### config.mk
export PLATFORM = sky130hd
export DESIGN_NAME = routerOutputStage
export DESIGN_NICKNAME = d
export VERILOG_FILES = /design/src/rtl/flitPkg.sv /design/src/rtl/arbPkg.sv /design/src/rtl/portBuffer.sv /design/src/rtl/sliceArbiter.sv /design/src/rtl/linkOutput.sv /design/src/rtl/routerOutputStage.sv
export SDC_FILE = /design/constraint.sdc
export NUM_CORES = 1
export LEC_CHECK = 0
export BUFFER_PORTS_ARGS = -buffer_cell sky130_fd_sc_hd__buf_2
export CAP_MARGIN = 0
export CORE_MARGIN = 2
export CORE_UTILIZATION = 35
export CTS_BUF_LIST = sky130_fd_sc_hd__clkbuf_8
export CTS_CLUSTER_DIAMETER = 100
export DETAILED_ROUTE_END_ITERATION = 7
export SETUP_SLACK_MARGIN = 0.15
export SLEW_MARGIN = 15
export SYNTH_ARGS = -nofsm -noshare
export SYNTH_HDL_FRONTEND = slang
export SYNTH_SLANG_ARGS = --single-unit
### constraint.sdc
create_clock -name clk -period 7 [get_ports clk]
set_input_delay 0.35 -clock clk [delete_from_list [all_inputs] [get_ports clk]]
set_output_delay 0.35 -clock clk [all_outputs]
set_load 0.02 [all_outputs]
### src/rtl/flitPkg.sv
package flitPkg;

  // link geometry.
  localparam int NUM_PORTS  = 5;
  localparam int FIFO_DEPTH = 4;
  localparam int FIFO_PTR_W = $clog2(FIFO_DEPTH);

  // payload and kind of one flit.
  typedef logic [31:0] flitData_t;
  typedef logic [2:0]  flitId_t;

  // slice budget, counted in flits, carried in the low payload bits of a header.
  typedef logic [11:0] sliceLen_t;

  // source port number sent along with each flit.
  typedef logic [2:0] portIdx_t;

  // buffer pointers and fill level, the level needs one extra bit.
  typedef logic [FIFO_PTR_W-1:0] fifoPtr_t;
  typedef logic [FIFO_PTR_W:0]   fifoCount_t;

  localparam flitId_t HEADER_ID = 3'd1;  // marks a header flit.

endpackage

### src/rtl/arbPkg.sv
package arbPkg;

  // one-hot grant states.
  typedef enum logic [5:0] {
    IDLE    = 6'b000001,
    GRANT_L = 6'b000010,
    GRANT_N = 6'b000100,
    GRANT_E = 6'b001000,
    GRANT_W = 6'b010000,
    GRANT_S = 6'b100000
  } arbState_t;

  // port indices, also the cyclic priority order.
  localparam int PORT_L = 0;
  localparam int PORT_N = 1;
  localparam int PORT_E = 2;
  localparam int PORT_W = 3;
  localparam int PORT_S = 4;

  localparam int RESET_BUDGET = 1;  // budget held until the first header arrives.

endpackage

### src/rtl/portBuffer.sv
`timescale 1ns/1ps

module portBuffer
  import flitPkg::*;
  import arbPkg::*;
(
  input  logic      clk,
  input  logic      rst,
  input  logic      inValid,
  output logic      inReady,
  input  flitId_t   inFlitId,
  input  flitData_t inFlit,
  input  logic      pop,
  output logic      notEmpty,
  output flitId_t   headFlitId,
  output flitData_t headFlit,
  output sliceLen_t budget
);

  flitData_t  mem [FIFO_DEPTH];
  flitId_t    idMem [FIFO_DEPTH];
  fifoPtr_t   wrPtr;
  fifoPtr_t   rdPtr;
  fifoCount_t count;
  logic       wrEn;
  logic       rdEn;

  // wrap explicitly so a depth that is not a power of two still works.
  function automatic fifoPtr_t nextPtr(input fifoPtr_t ptr);
    return (ptr == fifoPtr_t'(FIFO_DEPTH - 1)) ? '0 : ptr + 1'b1;
  endfunction

  assign inReady    = (count != fifoCount_t'(FIFO_DEPTH));
  assign notEmpty   = (count != '0);
  assign wrEn       = inValid && inReady;
  assign rdEn       = pop && notEmpty;
  assign headFlit   = mem[rdPtr];
  assign headFlitId = idMem[rdPtr];

  always_ff @(posedge clk)
  begin
    if (wrEn)
    begin
      mem[wrPtr]   <= inFlit;
      idMem[wrPtr] <= inFlitId;
    end
  end

  always_ff @(posedge clk)
  begin
    if (rst)
    begin
      wrPtr <= '0;
      rdPtr <= '0;
      count <= '0;
    end
    else
    begin
      if (wrEn)
        wrPtr <= nextPtr(wrPtr);
      if (rdEn)
        rdPtr <= nextPtr(rdPtr);
      case ({wrEn, rdEn})
        2'b10:   count <= count + 1'b1;
        2'b01:   count <= count - 1'b1;
        default: count <= count;  // idle, or write and pop together.
      endcase
    end
  end

  // every header written reloads the budget of this port.
  always_ff @(posedge clk)
  begin
    if (rst)
      budget <= sliceLen_t'(RESET_BUDGET);
    else if (wrEn && (inFlitId == HEADER_ID))
      budget <= inFlit[$bits(sliceLen_t)-1:0];
  end

endmodule

### src/rtl/sliceArbiter.sv
`timescale 1ns/1ps

module sliceArbiter
  import flitPkg::*;
  import arbPkg::*;
(
  input  logic                       clk,
  input  logic                       rst,
  input  logic      [NUM_PORTS-1:0]  req,
  input  sliceLen_t [NUM_PORTS-1:0]  budget,
  input  logic                       slotFree,
  output logic      [NUM_PORTS-1:0]  pop,
  output logic                       load,
  output portIdx_t                   srcPort
);

  arbState_t                   state;
  arbState_t                   nextState;
  sliceLen_t                   sentCount;
  logic [$bits(sliceLen_t):0]  sentNext;
  sliceLen_t                   curBudget;
  portIdx_t                    curPort;
  logic                        granted;

  function automatic arbState_t grantOf(input int idx);
    arbState_t s;
    case (idx)
      PORT_L:  s = GRANT_L;
      PORT_N:  s = GRANT_N;
      PORT_E:  s = GRANT_E;
      PORT_W:  s = GRANT_W;
      PORT_S:  s = GRANT_S;
      default: s = IDLE;
    endcase
    return s;
  endfunction

  // first requester among span ports from first on, wrapping around.
  // scanned backwards so the earliest port in cyclic order wins.
  function automatic arbState_t pickNext(input logic [NUM_PORTS-1:0] r,
                                         input int first, input int span);
    arbState_t s;
    int        idx;
    s = IDLE;
    for (int k = span - 1; k >= 0; k--)
    begin
      idx = (first + k) % NUM_PORTS;
      if (r[idx])
        s = grantOf(idx);
    end
    return s;
  endfunction

  always_comb
  begin
    granted = 1'b1;
    curPort = portIdx_t'(PORT_L);
    case (state)
      GRANT_L: curPort = portIdx_t'(PORT_L);
      GRANT_N: curPort = portIdx_t'(PORT_N);
      GRANT_E: curPort = portIdx_t'(PORT_E);
      GRANT_W: curPort = portIdx_t'(PORT_W);
      GRANT_S: curPort = portIdx_t'(PORT_S);
      default: granted = 1'b0;
    endcase
  end

  assign load    = granted && req[curPort] && slotFree;
  assign pop     = load ? ({{(NUM_PORTS-1){1'b0}}, 1'b1} << curPort) : '0;
  assign srcPort = curPort;

  // a zero budget still lets one flit through.
  assign curBudget = (budget[curPort] == '0) ? sliceLen_t'(1) : budget[curPort];

  // flits sent in this slice once the pop of this cycle is counted.
  assign sentNext = {1'b0, sentCount} + {{$bits(sliceLen_t){1'b0}}, load};

  always_comb
  begin
    if (!granted)
      nextState = pickNext(req, PORT_L, NUM_PORTS);
    else if (req[curPort] && (sentNext < {1'b0, curBudget}))
      nextState = state;
    else
      nextState = pickNext(req, int'(curPort) + 1, NUM_PORTS - 1);  // skip current.
  end

  always_ff @(posedge clk)
  begin
    if (rst)
    begin
      state     <= IDLE;
      sentCount <= '0;
    end
    else
    begin
      state <= nextState;
      if (nextState != state)
        sentCount <= '0;  // new slice.
      else
        sentCount <= sentNext[$bits(sliceLen_t)-1:0];
    end
  end

endmodule

### src/rtl/linkOutput.sv
`timescale 1ns/1ps

module linkOutput
  import flitPkg::*;
(
  input  logic                      clk,
  input  logic                      rst,
  input  flitData_t [NUM_PORTS-1:0] headFlit,
  input  flitId_t   [NUM_PORTS-1:0] headFlitId,
  input  logic                      load,
  input  portIdx_t                  srcPort,
  output logic                      slotFree,
  output logic                      outValid,
  input  logic                      outReady,
  output flitData_t                 outFlit,
  output flitId_t                   outFlitId,
  output portIdx_t                  outPort
);

  // register empty, or its flit leaves on this edge.
  assign slotFree = !outValid || outReady;

  always_ff @(posedge clk)
  begin
    if (rst)
      outValid <= 1'b0;
    else if (load)
      outValid <= 1'b1;
    else if (outReady)
      outValid <= 1'b0;
  end

  // load only comes with slotFree, so a stalled flit is never overwritten.
  always_ff @(posedge clk)
  begin
    if (load)
    begin
      outFlit   <= headFlit[srcPort];
      outFlitId <= headFlitId[srcPort];
      outPort   <= srcPort;
    end
  end

endmodule

### src/rtl/routerOutputStage.sv
`timescale 1ns/1ps

module routerOutputStage
  import flitPkg::*;
(
  input  logic                      clk,
  input  logic                      rst,
  input  logic      [NUM_PORTS-1:0] inValid,
  output logic      [NUM_PORTS-1:0] inReady,
  input  flitId_t   [NUM_PORTS-1:0] inFlitId,
  input  flitData_t [NUM_PORTS-1:0] inFlit,
  output logic                      outValid,
  input  logic                      outReady,
  output flitData_t                 outFlit,
  output flitId_t                   outFlitId,
  output portIdx_t                  outPort
);

  logic      [NUM_PORTS-1:0] notEmpty;
  logic      [NUM_PORTS-1:0] pop;
  sliceLen_t [NUM_PORTS-1:0] budget;
  flitData_t [NUM_PORTS-1:0] headFlit;
  flitId_t   [NUM_PORTS-1:0] headFlitId;
  logic                      load;
  logic                      slotFree;
  portIdx_t                  srcPort;

  // one buffer per input port, in L, N, E, W, S order.
  for (genvar p = 0; p < NUM_PORTS; p++)
  begin : gPort
    portBuffer u_portBuffer (
      .clk        (clk),
      .rst        (rst),
      .inValid    (inValid[p]),
      .inReady    (inReady[p]),
      .inFlitId   (inFlitId[p]),
      .inFlit     (inFlit[p]),
      .pop        (pop[p]),
      .notEmpty   (notEmpty[p]),
      .headFlitId (headFlitId[p]),
      .headFlit   (headFlit[p]),
      .budget     (budget[p])
    );
  end

  sliceArbiter u_sliceArbiter (
    .clk      (clk),
    .rst      (rst),
    .req      (notEmpty),
    .budget   (budget),
    .slotFree (slotFree),
    .pop      (pop),
    .load     (load),
    .srcPort  (srcPort)
  );

  linkOutput u_linkOutput (
    .clk        (clk),
    .rst        (rst),
    .headFlit   (headFlit),
    .headFlitId (headFlitId),
    .load       (load),
    .srcPort    (srcPort),
    .slotFree   (slotFree),
    .outValid   (outValid),
    .outReady   (outReady),
    .outFlit    (outFlit),
    .outFlitId  (outFlitId),
    .outPort    (outPort)
  );

endmodule

# Word-level counts from Yosys, hierarchy flattened
# Memories as Yosys holds them, arrays and structs flattened. A register that Yosys moved wholly into a read port is not among the register bits.
# Cells that the tools add are included.
# totals
reg_bits	152
latch_bits	0
ram_bits	700
mem_bits_ro	0
input_bits	183
elab_cells	248
mem_count	10
# mem_list
name	depth	word_bits	read_ports	rd_ports_with_merged_regs	write_ports	line	text
gPort[0].u_portBuffer.mem	4	32	1	1	1	portBuffer.sv:20	flitData_t mem [FIFO_DEPTH];
gPort[1].u_portBuffer.mem	4	32	1	1	1	portBuffer.sv:20	
gPort[2].u_portBuffer.mem	4	32	1	1	1	portBuffer.sv:20	
gPort[3].u_portBuffer.mem	4	32	1	1	1	portBuffer.sv:20	
gPort[4].u_portBuffer.mem	4	32	1	1	1	portBuffer.sv:20	
gPort[0].u_portBuffer.idMem	4	3	1	1	1	portBuffer.sv:21	flitId_t idMem [FIFO_DEPTH];
+4 memories	n/a	n/a	n/a	n/a	n/a	n/a	
# classes
n_addsub	25
n_mul	0
div	4
n_lt_le_gt_ge	6
n_eq_ne	52
shift	1
n_mux	86
bitwise_logic	0
n_reduce_logical	38
# op_table
op	count
32-bit by 2-bit equality test with 1-bit output, second input constant	8
32-bit by 1-bit equality test with 1-bit output, second input constant	4
32-bit by 3-bit equality test with 1-bit output, second input constant	4
32-bit logical NOT	4
32-bit by 5-bit < comparator with 1-bit output, second input constant	4
32-bit by 4-bit remainder unit with 32-bit output, second input constant	4
6-bit one-hot mux with 5 select lines	4
32-bit binary-select mux with 3-bit select	1
6-bit 2-to-1 mux	11
32-bit by 3-bit adder with 32-bit output, second input constant	2
2-bit 2-to-1 mux	30
12-bit binary-select mux with 3-bit select	1
32-bit by 2-bit adder with 32-bit output, second input constant	1
32-bit 2-to-1 mux	1
2-bit equality test, second input constant	15
3-bit one-hot mux with 2 select lines	5
12-bit 2-to-1 mux	2
1-bit 2-to-1 mux	22
2-bit by 1-bit adder with 2-bit output, second input constant	10
1-bit logical AND	18
3-bit by 1-bit adder with 3-bit output, second input constant	5
1-bit binary-select mux with 3-bit select	5
3-bit by 1-bit equality test with 1-bit output, second input constant	5
3-bit != test, second input constant	5
24 further kinds	41

# Logic depth before layout (Yosys ltp)
# Gate-level depths: netlist of run 1.
# logic_depth
depth_word	16
ltp_mapped	28
depth_no_buf	24

# Cells and area by module
# Synthesis of run 1 repeated with hierarchy kept, for this count alone.
# unflattened
hier_cells	2162
area_unflattened_um2	36916.7
# by_module_without_submodules
module	n_inst	cells_per_inst	area_per_inst_um2
portBuffer	5	290	6075.8
sliceArbiter	1	506	3849.9
linkOutput	1	206	2687.6

# Worst setup path after synthesis of run 1
# OpenSTA, ideal clock, no wires.
# synth_path
path_type	reg-to-reg
from	register u_sliceArbiter.state[0]
to	register u_sliceArbiter.sentCount[10]
arrival_time_ps	6656
required_time_ps	6888
slack_ps	232
path_stages_with_launch	28
path_buffers	4
period_less_slack_ps	6768
cell_sequence	dfxtp_1 buf_2 or4_1 buf_2 o311ai_0 a22oi_1 o22ai_1 and3_1 ha_1 ha_1 nand3_1 nor3_1 nand3_1 xnor2_1 ha_1 nand2_1 or4_1 a311o_1 a221oi_1 o41a_1 a211oi_1 clkbuf_1 nand2b_1 o31a_1 a31o_2 buf_1 nand3_1 nor2_1
# synth_via
word_cells_on_any_way	71
classes_between	add/sub (5); div (4); order compare (1); eq/ne (22); mux (29); reduce/logical (10)
# synth_lines
element	line	text
start: declaration	sliceArbiter.sv:17	arbState_t state;
start signal: assignment	sliceArbiter.sv:97	state <= nextState;
6-bit equality test (tied with other cells)	sliceArbiter.sv:58	case (state)
3-bit one-hot mux with 4 select lines	sliceArbiter.sv:58	
1-bit binary-select mux with 3-bit select	sliceArbiter.sv:68	assign load = granted && req[curPort] && slotFree;
1-bit 2-to-1 mux (not written as such)	sliceArbiter.sv:68	
1-bit logical AND * (2 in a row)	sliceArbiter.sv:68	
named net load	routerOutputStage.sv:24	logic load;
12-bit by 1-bit adder with 13-bit output *	sliceArbiter.sv:76	assign sentNext = {1'b0, sentCount} + {{$bits(sliceLen_t){1'b0}}, load};
named net u_sliceArbiter.sentNext[10]	sliceArbiter.sv:20	logic [$bits(sliceLen_t):0] sentNext;
13-bit by 12-bit < comparator with 1-bit output	sliceArbiter.sv:82	else if (req[curPort] && (sentNext < {1'b0, curBudget}))
1-bit logical AND	sliceArbiter.sv:82	
6-bit 2-to-1 mux	sliceArbiter.sv:82	
6-bit 2-to-1 mux	sliceArbiter.sv:80	if (!granted)
6-bit != test	sliceArbiter.sv:98	if (nextState != state)
2-bit OR reduction (no source line)	n/a	
end signal: assignment	sliceArbiter.sv:101	sentCount <= sentNext[$bits(sliceLen_t)-1:0];
end: declaration	sliceArbiter.sv:19	sliceLen_t sentCount;
# The timed path passes the listed nets; every way through them passes the cells marked *. The select of a mux whose other input is x is not followed.
# A chain may end at the register's enable or synchronous reset.

# Worst setup path in the final report of run 1
# layout_path
from	register u_sliceArbiter.state[2]
to	register u_sliceArbiter.sentCount[8]
# layout_via
word_cells_on_any_way	71
classes_between	add/sub (5); div (4); order compare (1); eq/ne (22); mux (29); reduce/logical (10)
# layout_lines
element	line
6-bit equality test (tied with other cells)	sliceArbiter.sv:58
3-bit one-hot mux with 4 select lines	sliceArbiter.sv:58
1-bit binary-select mux with 3-bit select	sliceArbiter.sv:68
1-bit 2-to-1 mux (not written as such)	sliceArbiter.sv:68
1-bit logical AND * (2 in a row)	sliceArbiter.sv:68
named net load	routerOutputStage.sv:24
12-bit by 1-bit adder with 13-bit output *	sliceArbiter.sv:76
named net u_sliceArbiter.sentNext[10]	sliceArbiter.sv:20
13-bit by 12-bit < comparator with 1-bit output *	sliceArbiter.sv:82
1-bit logical AND *	sliceArbiter.sv:82
6-bit 2-to-1 mux *	sliceArbiter.sv:82
6-bit 2-to-1 mux *	sliceArbiter.sv:80
6-bit != test *	sliceArbiter.sv:98
2-bit OR reduction (no source line) *	n/a
# Marked as above.

==> results.json, run 1 <==
{
  "grt_antenna_before_repair": 28,
  "period_minus_slack_ns": 6.36,
  "overflow": 0,
  "place_area_um2": 39000,
  "grt_max_degree": 70,
  "syn_inst": 2390,
  "cts_setup_buffers": 0,
  "syn_area_per_cell_um2": 15.2,
  "cts-root-buf": "clkbuf_8",
  "filler_cell_count": 9323,
  "leakagePower_nw": 15.5,
  "ys_seq_area_share_pct": 67.9,
  "drtPass1Iterations": 5,
  "ir_worst_vdd_uv": 153,
  "worstReg2RegStart": "u_sliceArbiter.state[2]",
  "drtAntennaViolNets": 0,
  "wire_per_inst_um": 23.3,
  "fin_skew_ns": 0.0378,
  "cts_tree": "done",
  "path_cells": "or4b_4, nor2_8, inv_4, o22ai_1, and3_2, ha_1, ha_1, nand3_1, nor3_1, nand3_1, xnor2_1, ha_1, nand2_1, or4_1, a311o_1, a221oi_1, o41a_1, a211oi_2, buf_4, nand2b_1, o31a_1, a31o_2, nand3_1, nor2_1",
  "cp-end-kind": "register",
  "slew_violations": 0,
  "hpwl_um": 69600,
  "synthFlopType": "edfxtp_1",
  "cts_buffers": 142,
  "synth_edf_count": 738,
  "cts_buffer_depth": 3,
  "synth_cell_type_count": 84,
  "hold_path_depth": 4,
  "cp.required_ns": 7.66,
  "die_y_um": 326,
  "critical_path_class": "register to register",
  "track_usage_pct": 18.9,
  "cap_viol_max_count": 0,
  "fin_ws_ns": 0.638,
  "reg2reg_to": "u_sliceArbiter.sentCount[8]",
  "viasPerCell": 5.25,
  "die_area_um2": 106000,
  "vias": 22800,
  "rsz0062_at_grt": "no",
  "start_util_pct": 35.1,
  "crit_path_start_kind": "register",
  "fmax_mhz": 157,
  "ioPinCount": 227,
  "max_stage_delay_ns": 0.71,
  "min_to": "gPort[2].u_portBuffer.wrPtr[1]",
  "chipWidth_um": 326,
  "drt-total-wl_um": 101000,
  "powerDensity_nw_per_um2": 316,
  "clkTransAtPathRegs_ns": 0.06,
  "r2r_slack_ns": 0.64,
  "htree_levels": 4,
  "worst_pin_slew_ns": 1.07,
  "drive_gt1_share_pct": 23.3,
  "cp_slowest_cell": "or4b_4",
  "nets": 3094,
  "synth-seq-cells": 862,
  "area_growth_pct": 20.1,
  "mappedNetlistNets": 2633,
  "drc": 0,
  "fin_cells": 4353,
  "setup_violations": 0,
  "worstHoldStart": "inValid[2]",
  "drt-initial-drc-count": 2292,
  "design_area_um2": 43600,
  "slew_headroom_pct": 28.4,
  "clk_latency_ns": 0.80,
  "timing.final.hold_violations": 0,
  "post-place-ws_ns": 0.544,
  "async_reset_ff_share_pct": 0,
  "critPathArrivalTime_ns": 7.03,
  "cts_sinks": 862,
  "rows": 118,
  "cp_max_fo": 17,
  "io_buffers": 226,
  "grt_pass1_wl_um": 151000,
  "fin_setup_tns_ns": 0,
  "period_share_pct": 90.9,
  "dp_cells": 3907,
  "status": "complete, no violations",
  "gp_congestion": 0.866,
  "netlist_area_um2": 36300,
  "reg2reg_depth": 24,
  "core_um2": 103000,
  "hold_path_class": "input pin to register",
  "ys_warn_count": 0,
  "first_global_vias": 23100
}
[routing by layer]
metal	global-route usage [%]	vias to the layer above	share of wire (%)
met4	5.94	28	2.2
met1	26.9	11600	44
li1	-	10200	-
met2	28.9	849	46
met5	0	-	0.16
met3	4.38	166	7.2
[layout make-up]
| cell class | instances | area [µm²] | share of cell area [%] |
|---|---|---|---|
| Multi-Input combinational cell | 1335 | 10900 | 25.0 |
| Timing Repair Buffer | 456 | 3310 | 7.60 |
| Inverter | 54 | 206 | 0.474 |
| Sequential cell | 862 | 24700 | 56.6 |
| Antenna cell | 15 | 37.5 | 0.0862 |
| Tap cell | 1380 | 1730 | 3.96 |
| Clock inverter | 103 | 696 | 1.60 |
| Clock buffer | 148 | 2040 | 4.68 |
[repair_timing]
item                                    4_1_cts  5_1_grt
hold buffers                                180        0
endpoints found under the setup margin        0       12
gates resized for setup                       0        1
hold endpoints to repair                    775        0
[per-stage QoR]
stage,power (mW),utilization (%),hold slack (ns)
finish,13.8,42.2,0.0846
global route,14.4,42.2,0.0469
global placement,9.43,37.8,0.465
CTS,13.9,42.2,0.0145
detailed placement,9.46,37.8,0.474
floorplan,8.21,-,0.438
[worst max path at each step]
stage	depth (start not counted)	slack (ns)	from	end
finish	24	0.64	u_sliceArbiter.state[2]	u_sliceArbiter.sentCount[8]
global route	25	0.21	u_sliceArbiter.state[3]	u_sliceArbiter.sentCount[2]
CTS	24	0.52	u_sliceArbiter.state[3]	u_sliceArbiter.sentCount[8]
detailed placement	24	0.54	u_sliceArbiter.state[3]	u_sliceArbiter.sentCount[6]
global placement	25	0.75	u_sliceArbiter.state[3]	u_sliceArbiter.sentCount[0]
floorplan	27	0.23	u_sliceArbiter.state[0]	u_sliceArbiter.sentCount[10]
[flip-flops by register name (all words and copies together) (netlist names), 6 cells and up, named ones only]
signal	flops
gPort.u_portBuffer.wrPtr	10
gPort.u_portBuffer.rdPtr	10
gPort.u_portBuffer.count	15
u_sliceArbiter.state	6
gPort.u_portBuffer.mem	640
u_sliceArbiter.sentCount	12
gPort.u_portBuffer.budget	60
u_linkOutput.outFlit	32
gPort.u_portBuffer.idMem	60
[critical path: cells and delay by family, from the launching register on]
kind / cells / cell delay (ns)
XOR/XNOR: 1 / 0.18
AO/OA/AOI/OAI: 7 / 1.73
adder cells (fa/ha/maj): 3 / 0.70
AND/OR/NAND/NOR: 11 / 2.75
flip-flops: 1 / 0.55
buffers and inverters: 2 / 0.30
[Yosys cell counts, types with 11 or more instances]
cell type	instances	area [µm²]
edfxtp_1	738	22200
nand2_1	302	1130
mux4_2	176	3960
nand3_1	152	761
nor2_1	136	510
dfxtp_1	124	2480
clkbuf_1	89	334
a21oi_1	74	370
mux2i_1	69	691
ha_1	55	688
inv_1	51	191
nor3_1	36	180
o21ai_0	36	180
buf_1	34	128
and3_1	33	206
or3_1	20	125
xor2_1	18	158
and2_1	16	100
a211oi_1	13	97.6
nor4_1	13	81.3
a31oi_1	11	68.8
[kinds of logic (layout without fill, tap and decap cells)]
group,Yosys count,count (layout),synth area share (%)
flip-flops,862,862,67.9
AND/OR/NAND/NOR,757,757,9.63
XOR/XNOR,29,29,0.721
AO/OA/AOI/OAI,243,243,4.54
other,0,15,0
adder cells (fa/ha/maj),60,60,2.17
buffers and inverters,193,761,2.14
multiplexers,246,246,12.9
[placed cells by master, fill, tap and decap left out, drive strengths merged, types with 37 or more instances in the layout]
master | Yosys | layout
clkbuf | 89 | 148
a21oi | 74 | 74
mux2i | 69 | 69
edfxtp | 738 | 738
dlygate4sd3 | 0 | 180
mux4 | 176 | 176
o21ai | 37 | 37
buf | 50 | 276
inv | 54 | 105
clkinv | 0 | 40
nand3 | 153 | 153
nand2 | 303 | 303
ha | 55 | 55
dfxtp | 124 | 124
nor2 | 137 | 137
[power breakdown]
group | switching [mW] | internal, mW
clock | 2.04 | 2.24
combinational | 2.28 | 1.17
sequential | 0.128 | 5.93
total | 4.45 | 9.34
Note: power is estimated with default switching activity, not from simulation.
==> inputs of run 2 (changes only) <==
--- a/config.mk
+++ b/config.mk
@@ -7,11 +7,14 @@
 export LEC_CHECK = 0
 export BUFFER_PORTS_ARGS = -buffer_cell sky130_fd_sc_hd__buf_2
 export CAP_MARGIN = 0
+export CELL_PAD_IN_SITES_DETAIL_PLACEMENT = 1
+export CELL_PAD_IN_SITES_GLOBAL_PLACEMENT = 1
 export CORE_MARGIN = 2
 export CORE_UTILIZATION = 35
 export CTS_BUF_LIST = sky130_fd_sc_hd__clkbuf_8
 export CTS_CLUSTER_DIAMETER = 100
 export DETAILED_ROUTE_END_ITERATION = 7
+export PLACE_DENSITY_LB_ADDON = 0.1
 export SETUP_SLACK_MARGIN = 0.15
 export SLEW_MARGIN = 15
 export SYNTH_ARGS = -nofsm -noshare
==> results.json, run 2 (synthesis gave the netlist of run 1 again) <==
{
  "cts-root-buf": "clkbuf_8",
  "slew_violations": 0,
  "min_to": "gPort[0].u_portBuffer.mem[1][19]",
  "fin_skew_ns": 0.0324,
  "switching_share_pct": 33.0,
  "reg2reg_to": "u_sliceArbiter.sentCount[10]",
  "ir_worst_vdd_uv": 150,
  "vias": 22900,
  "cts_sinks": 862,
  "cp_max_fo": 18,
  "cap_viol_max_count": 0,
  "critical_path_class": "register to register",
  "p_switching_mw": 4.62,
  "largest-register": "gPort.u_portBuffer.mem",
  "powerDensity_nw_per_um2": 320,
  "drive_gt1_share_pct": 23.0,
  "critPathArrivalTime_ns": 7.14,
  "worstReg2RegStart": "u_sliceArbiter.state[4]",
  "clk_latency_ns": 0.81,
  "post-place-ws_ns": 0.658,
  "drtAntennaViolNets": 0,
  "layout_commonest_cell": "edfxtp_1",
  "drc": 0,
  "setup_violations": 0,
  "leakagePower_nw": 15.6,
  "grt_pass1_wl_um": 164000,
  "ioPinCount": 227,
  "cp-end-kind": "register",
  "start_util_pct": 35.1,
  "period_minus_slack_ns": 6.45,
  "most-common-layout-cells": "edfxtp_1, nand2_1, buf_2",
  "status": "complete, no violations",
  "fmax_mhz": 155,
  "largest_register_ffs": 640,
  "overflow": 0,
  "hold_path_depth": 2,
  "crit_path_start_kind": "register",
  "core_um2": 103000,
  "hold_path_class": "input pin to register",
  "rows": 118,
  "gp_congestion": 0.794,
  "chipWidth_um": 326,
  "r2r_slack_ns": 0.55,
  "seqPwrFrac_pct": 43.3,
  "filler_cell_count": 10500,
  "clkTransAtPathRegs_ns": 0.06,
  "worst_pin_slew_ns": 1.09,
  "wire_per_inst_um": 25.4,
  "cts_tree": "done",
  "htree_levels": 4,
  "path_cells": "xor2_1, and2_2, ha_1, nor3b_1, and2_0, xnor2_1, ha_1, nor2b_1, o21ai_0, a32o_1, o31ai_1, nand2_1, a31o_2, a211oi_1, nor2_1, or4_1, nand3_1, nor2_1",
  "reg2reg_depth": 18,
  "rsz0062_at_grt": "no",
  "power.internal_mw": 9.35,
  "period_share_pct": 92.1,
  "die_area_um2": 106000,
  "worst-path-buf-inv": 0,
  "drtPass1Iterations": 5,
  "slew_headroom_pct": 27.5,
  "cp_top_family": "simple AND/OR/NAND/NOR gates",
  "fin_setup_tns_ns": 0,
  "grt_max_degree": 76,
  "cts_hold_buf": 182,
  "cp.required_ns": 7.69,
  "reg_top3": "gPort.u_portBuffer.mem x640, gPort.u_portBuffer.budget x60, gPort.u_portBuffer.idMem x60",
  "viasPerCell": 5.24,
  "fin_ws_ns": 0.552,
  "pwr-share-clk_pct": 31.1,
  "die_y_um": 326,
  "nets": 3108,
  "area_growth_pct": 20.3,
  "power_frac_comb_pct": 25.7,
  "timing.final.hold_violations": 0,
  "startpoint": "u_sliceArbiter.state[4]",
  "io_buffers": 226,
  "drt-total-wl_um": 111000,
  "cp_slowest_cell": "dfxtp_1",
  "worstHoldStart": "inFlit[19]",
  "first_global_vias": 24300,
  "cts_buffer_depth": 3,
  "drt-initial-drc-count": 1570,
  "grt_antenna_before_repair": 13,
  "cts_resized": 0,
  "track_usage_pct": 21.0,
  "hpwl_um": 74600,
  "cts_setup_buffers": 0,
  "cts_buffers": 154,
  "max_stage_delay_ns": 0.82
}
==> run 2: cell count changes in the layout (fill, tap and decap cells not counted), sizes merged <==
cell | before | now
dlygate4sd3 | 180 | 182
inv | 105 | 117
clkbuf | 148 | 167
clkinv | 40 | 43
diode | 15 | 9
bufinv | 7 | 2
clkinvlp | 5 | 4
==> run 2: layer usage <==
metal | vias up | GRT usage (%) | part of all wire [%]
li1 | 10200 | - | -
met1 | 11900 | 30.8 | 48
met2 | 601 | 31.6 | 45
met3 | 158 | 4.60 | 5.3
met4 | 16 | 5.29 | 1.8
met5 | - | 0 | 0.097
==> run 2: how the worst max path moves through the flow <==
stage | endpoint | slack [ns] | cells after the start
after floorplan | u_sliceArbiter.sentCount[10] | 0.23 | 27
after global placement | u_sliceArbiter.sentCount[1] | 0.74 | 23
after detailed placement | u_sliceArbiter.sentCount[5] | 0.66 | 23
after CTS | u_sliceArbiter.sentCount[10] | 0.63 | 23
after global routing | u_sliceArbiter.sentCount[0] | 0.17 | 18
final | u_sliceArbiter.sentCount[10] | 0.55 | 18
==> run 2: area by class of cell <==
type | instances | area (µm²) | share of cell area, %
multi-input cells | 1335 | 10900 | 25.0
repair buffers | 458 | 3330 | 7.63
diodes | 9 | 22.5 | 0.0516
clock buffers | 167 | 2300 | 5.27
inverters | 54 | 208 | 0.476
flip-flops and latches | 862 | 24700 | 56.5
clock inverters | 112 | 514 | 1.18
well taps | 1380 | 1730 | 3.96
==> run 2: power groups by stage <==
stage / Sequential [mW] / Combinational (mW) / Clock, mW
final: 6.05 / 3.59 / 4.34
after global routing: 6.07 / 3.87 / 4.69
after CTS: 6.05 / 3.57 / 4.48
after detailed placement: 6.16 / 3.46 / 0
after global placement: 6.14 / 3.45 / 0
after floorplan: 6.17 / 2.04 / 0
==> run 2: stage by stage <==
step	hold slack, ns	cells	power (mW)	instance area, µm²	util [%]
floorplan	0.438	2390	8.21	36300	-
global placement	0.456	3907	9.59	39000	37.8
detailed placement	0.474	3907	9.62	39000	37.8
CTS	0.209	4368	14.1	43600	42.3
global route	0.253	4374	14.6	43600	42.3
finish	0.292	4377	14.0	43600	42.3
==> inputs of run 3 (changes only) <==
==> constraint.sdc (replaced) <==
create_clock -name clk -period 6.53 [get_ports clk]
set_input_delay 0.3265 -clock clk [delete_from_list [all_inputs] [get_ports clk]]
set_output_delay 0.3265 -clock clk [all_outputs]
set_load 0.02 [all_outputs]
==> results.json, run 3 (synthesis gave the netlist of run 1 again) <==
{
  "status": "complete, no violations",
  "drc": 0,
  "fin_skew_ns": 0.0314,
  "drt-met1-wl_um": 52100,
  "grt_max_degree": 101,
  "cts_tree": "done",
  "area_growth_pct": 20.5,
  "filler_cell_count": 10500,
  "setup_violations": 0,
  "largest-register": "gPort.u_portBuffer.mem",
  "post-place-ws_ns": 0.305,
  "finish.utilization_pct": 42.4,
  "die_y_um": 326,
  "power_frac_comb_pct": 26.9,
  "critPathArrivalTime_ns": 6.56,
  "drtPass1Iterations": 5,
  "powerDensity_nw_per_um2": 342,
  "max_stage_delay_ns": 0.58,
  "fin_ws_ns": 0.653,
  "pwr-share-clk_pct": 29.9,
  "cap_viol_max_count": 0,
  "ioPinCount": 227,
  "first_global_vias": 24300,
  "cts-root-buf": "clkbuf_8",
  "cp-end-kind": "register",
  "cts_setup_buffers": 0,
  "rsz0062_at_grt": "no",
  "reg2reg_depth": 23,
  "wl_met2_um": 49400,
  "cp_max_fo": 12,
  "viasPerCell": 5.22,
  "seqPwrFrac_pct": 43.2,
  "cts_buffers": 151,
  "grt_antenna_before_repair": 18,
  "chipWidth_um": 326,
  "track_usage_pct": 20.9,
  "regArea_um2": 24700,
  "rows": 118,
  "drtAntennaViolNets": 0,
  "leakagePower_nw": 15.7,
  "grt_pass1_wl_um": 163000,
  "period_minus_slack_ns": 5.88,
  "path_cells": "or4_1, o311ai_1, a22oi_1, o22ai_1, and3_2, ha_1, ha_1, nand3_1, nor3_2, nand3_1, xnor2_1, ha_1, nand2_1, or4_1, a311o_1, a221oi_1, o41a_1, a211oi_2, nand2b_1, o31a_1, a31o_2, nand3_1, nor2_1",
  "vias": 22900,
  "worst_pin_slew_ns": 1.10,
  "cp_top_family": "simple AND/OR/NAND/NOR gates",
  "critical_path_class": "register to register",
  "dr.max_layer_used": "met5",
  "overflow": 0,
  "period_share_pct": 90.0,
  "cp_slowest_cell": "or4_1",
  "slew_headroom_pct": 26.1,
  "dp_cells": 3928,
  "wire_per_inst_um": 25.2,
  "layout_commonest_cell": "edfxtp_1",
  "fmax_mhz": 170,
  "hpwl_um": 74700,
  "ir_worst_vdd_uv": 199,
  "most-common-layout-cells": "edfxtp_1, nand2_1, buf_2",
  "cts_sinks": 862,
  "hold_path_class": "input pin to register",
  "drt-initial-drc-count": 1754,
  "fin_setup_tns_ns": 0,
  "largest_register_ffs": 640,
  "reg_top3": "gPort.u_portBuffer.mem x640, gPort.u_portBuffer.budget x60, gPort.u_portBuffer.idMem x60",
  "cp.required_ns": 7.21,
  "met3WireLength_um": 6750,
  "die_area_um2": 106000,
  "timing.final.hold_violations": 0,
  "core_um2": 103000,
  "crit_path_start_kind": "register",
  "slew_violations": 0,
  "start_util_pct": 35.1,
  "io_buffers": 226,
  "nets": 3126,
  "multi_input_area_um2": 10900,
  "clk_latency_ns": 0.80,
  "p_switching_mw": 4.96,
  "cts_buffer_depth": 3,
  "cp.depth": 23,
  "drt-total-wl_um": 111000,
  "gp_congestion": 0.817,
  "switching_share_pct": 33.2,
  "fin_cells": 4392,
  "clkTransAtPathRegs_ns": 0.07,
  "worst-path-buf-inv": 0,
  "power.internal_mw": 9.98,
  "drive_gt1_share_pct": 23.3,
  "hold_path_depth": 2,
  "htree_levels": 4
}
[run 3: worst register-to-register path, stage by stage (launching register included)]
cell      delay (ns)
dfxtp_1         0.36
or4_1           0.58
o311ai_1        0.37
a22oi_1         0.13
o22ai_1         0.25
and3_2          0.24
ha_1            0.20
ha_1            0.20
nand3_1         0.18
nor3_2          0.25
nand3_1         0.12
xnor2_1         0.17
ha_1            0.31
nand2_1         0.07
or4_1           0.51
a311o_1         0.30
a221oi_1        0.24
o41a_1          0.23
a211oi_2        0.10
nand2b_1        0.21
o31a_1          0.24
a31o_2          0.32
nand3_1         0.13
nor2_1          0.05
[run 3: power by group through the flow]
stage	clock network (mW)	logic (mW)	registers, mW
2_1_floorplan	0	2.18	6.61
4_1_cts	4.63	4.00	6.45
5_1_grt	4.87	4.35	6.47
3_3_place_gp	0	3.88	6.55
6_report	4.46	4.02	6.45
3_5_place_dp	0	3.89	6.57
[run 3: final cells by class]
| cell class | instances | share of cell area, % |
|---|---|---|
| Multi-Input combinational cell | 1335 | 25.0 |
| Clock buffer | 160 | 5.04 |
| Sequential cell | 862 | 56.4 |
| Inverter | 54 | 0.475 |
| Antenna cell | 10 | 0.0572 |
| Clock inverter | 112 | 1.13 |
| Timing Repair Buffer | 479 | 8.01 |
| Tap cell | 1380 | 3.95 |
[run 3: through the flow]
stage,cell area [µm²],power (mW),hold slack [ns]
after detailed placement,39200,10.5,0.481
after CTS,43700,15.1,0.186
final,43700,14.9,0.286
after floorplan,36300,8.80,0.414
after global routing,43700,15.7,0.232
after global placement,39200,10.4,0.458
[run 3: final timing paths]
check	end	startpoint	slack, ns
setup reg to reg	u_sliceArbiter.sentCount[2]	u_sliceArbiter.state[3]	0.65
setup / recovery	u_sliceArbiter.sentCount[2]	u_sliceArbiter.state[3]	0.65
hold reg to reg	gPort[1].u_portBuffer.rdPtr[1]	gPort[1].u_portBuffer.rdPtr[1]	0.48
hold / removal	gPort[2].u_portBuffer.mem[3][23]	inFlit[87]	0.29
[run 3: what timing repair did]
action / in CTS / in global routing
hold buffers: 182 / 0
resized for setup: 0 / 5
endpoints found under the hold margin: 783 / 0
endpoints found under the setup margin: 0 / 16
[run 3: metal layers]
metal	vias up	GRT usage [%]
met4	14	6.29
met1	11800	30.6
li1	10300	-
met5	-	0
met3	178	4.80
met2	643	31.1
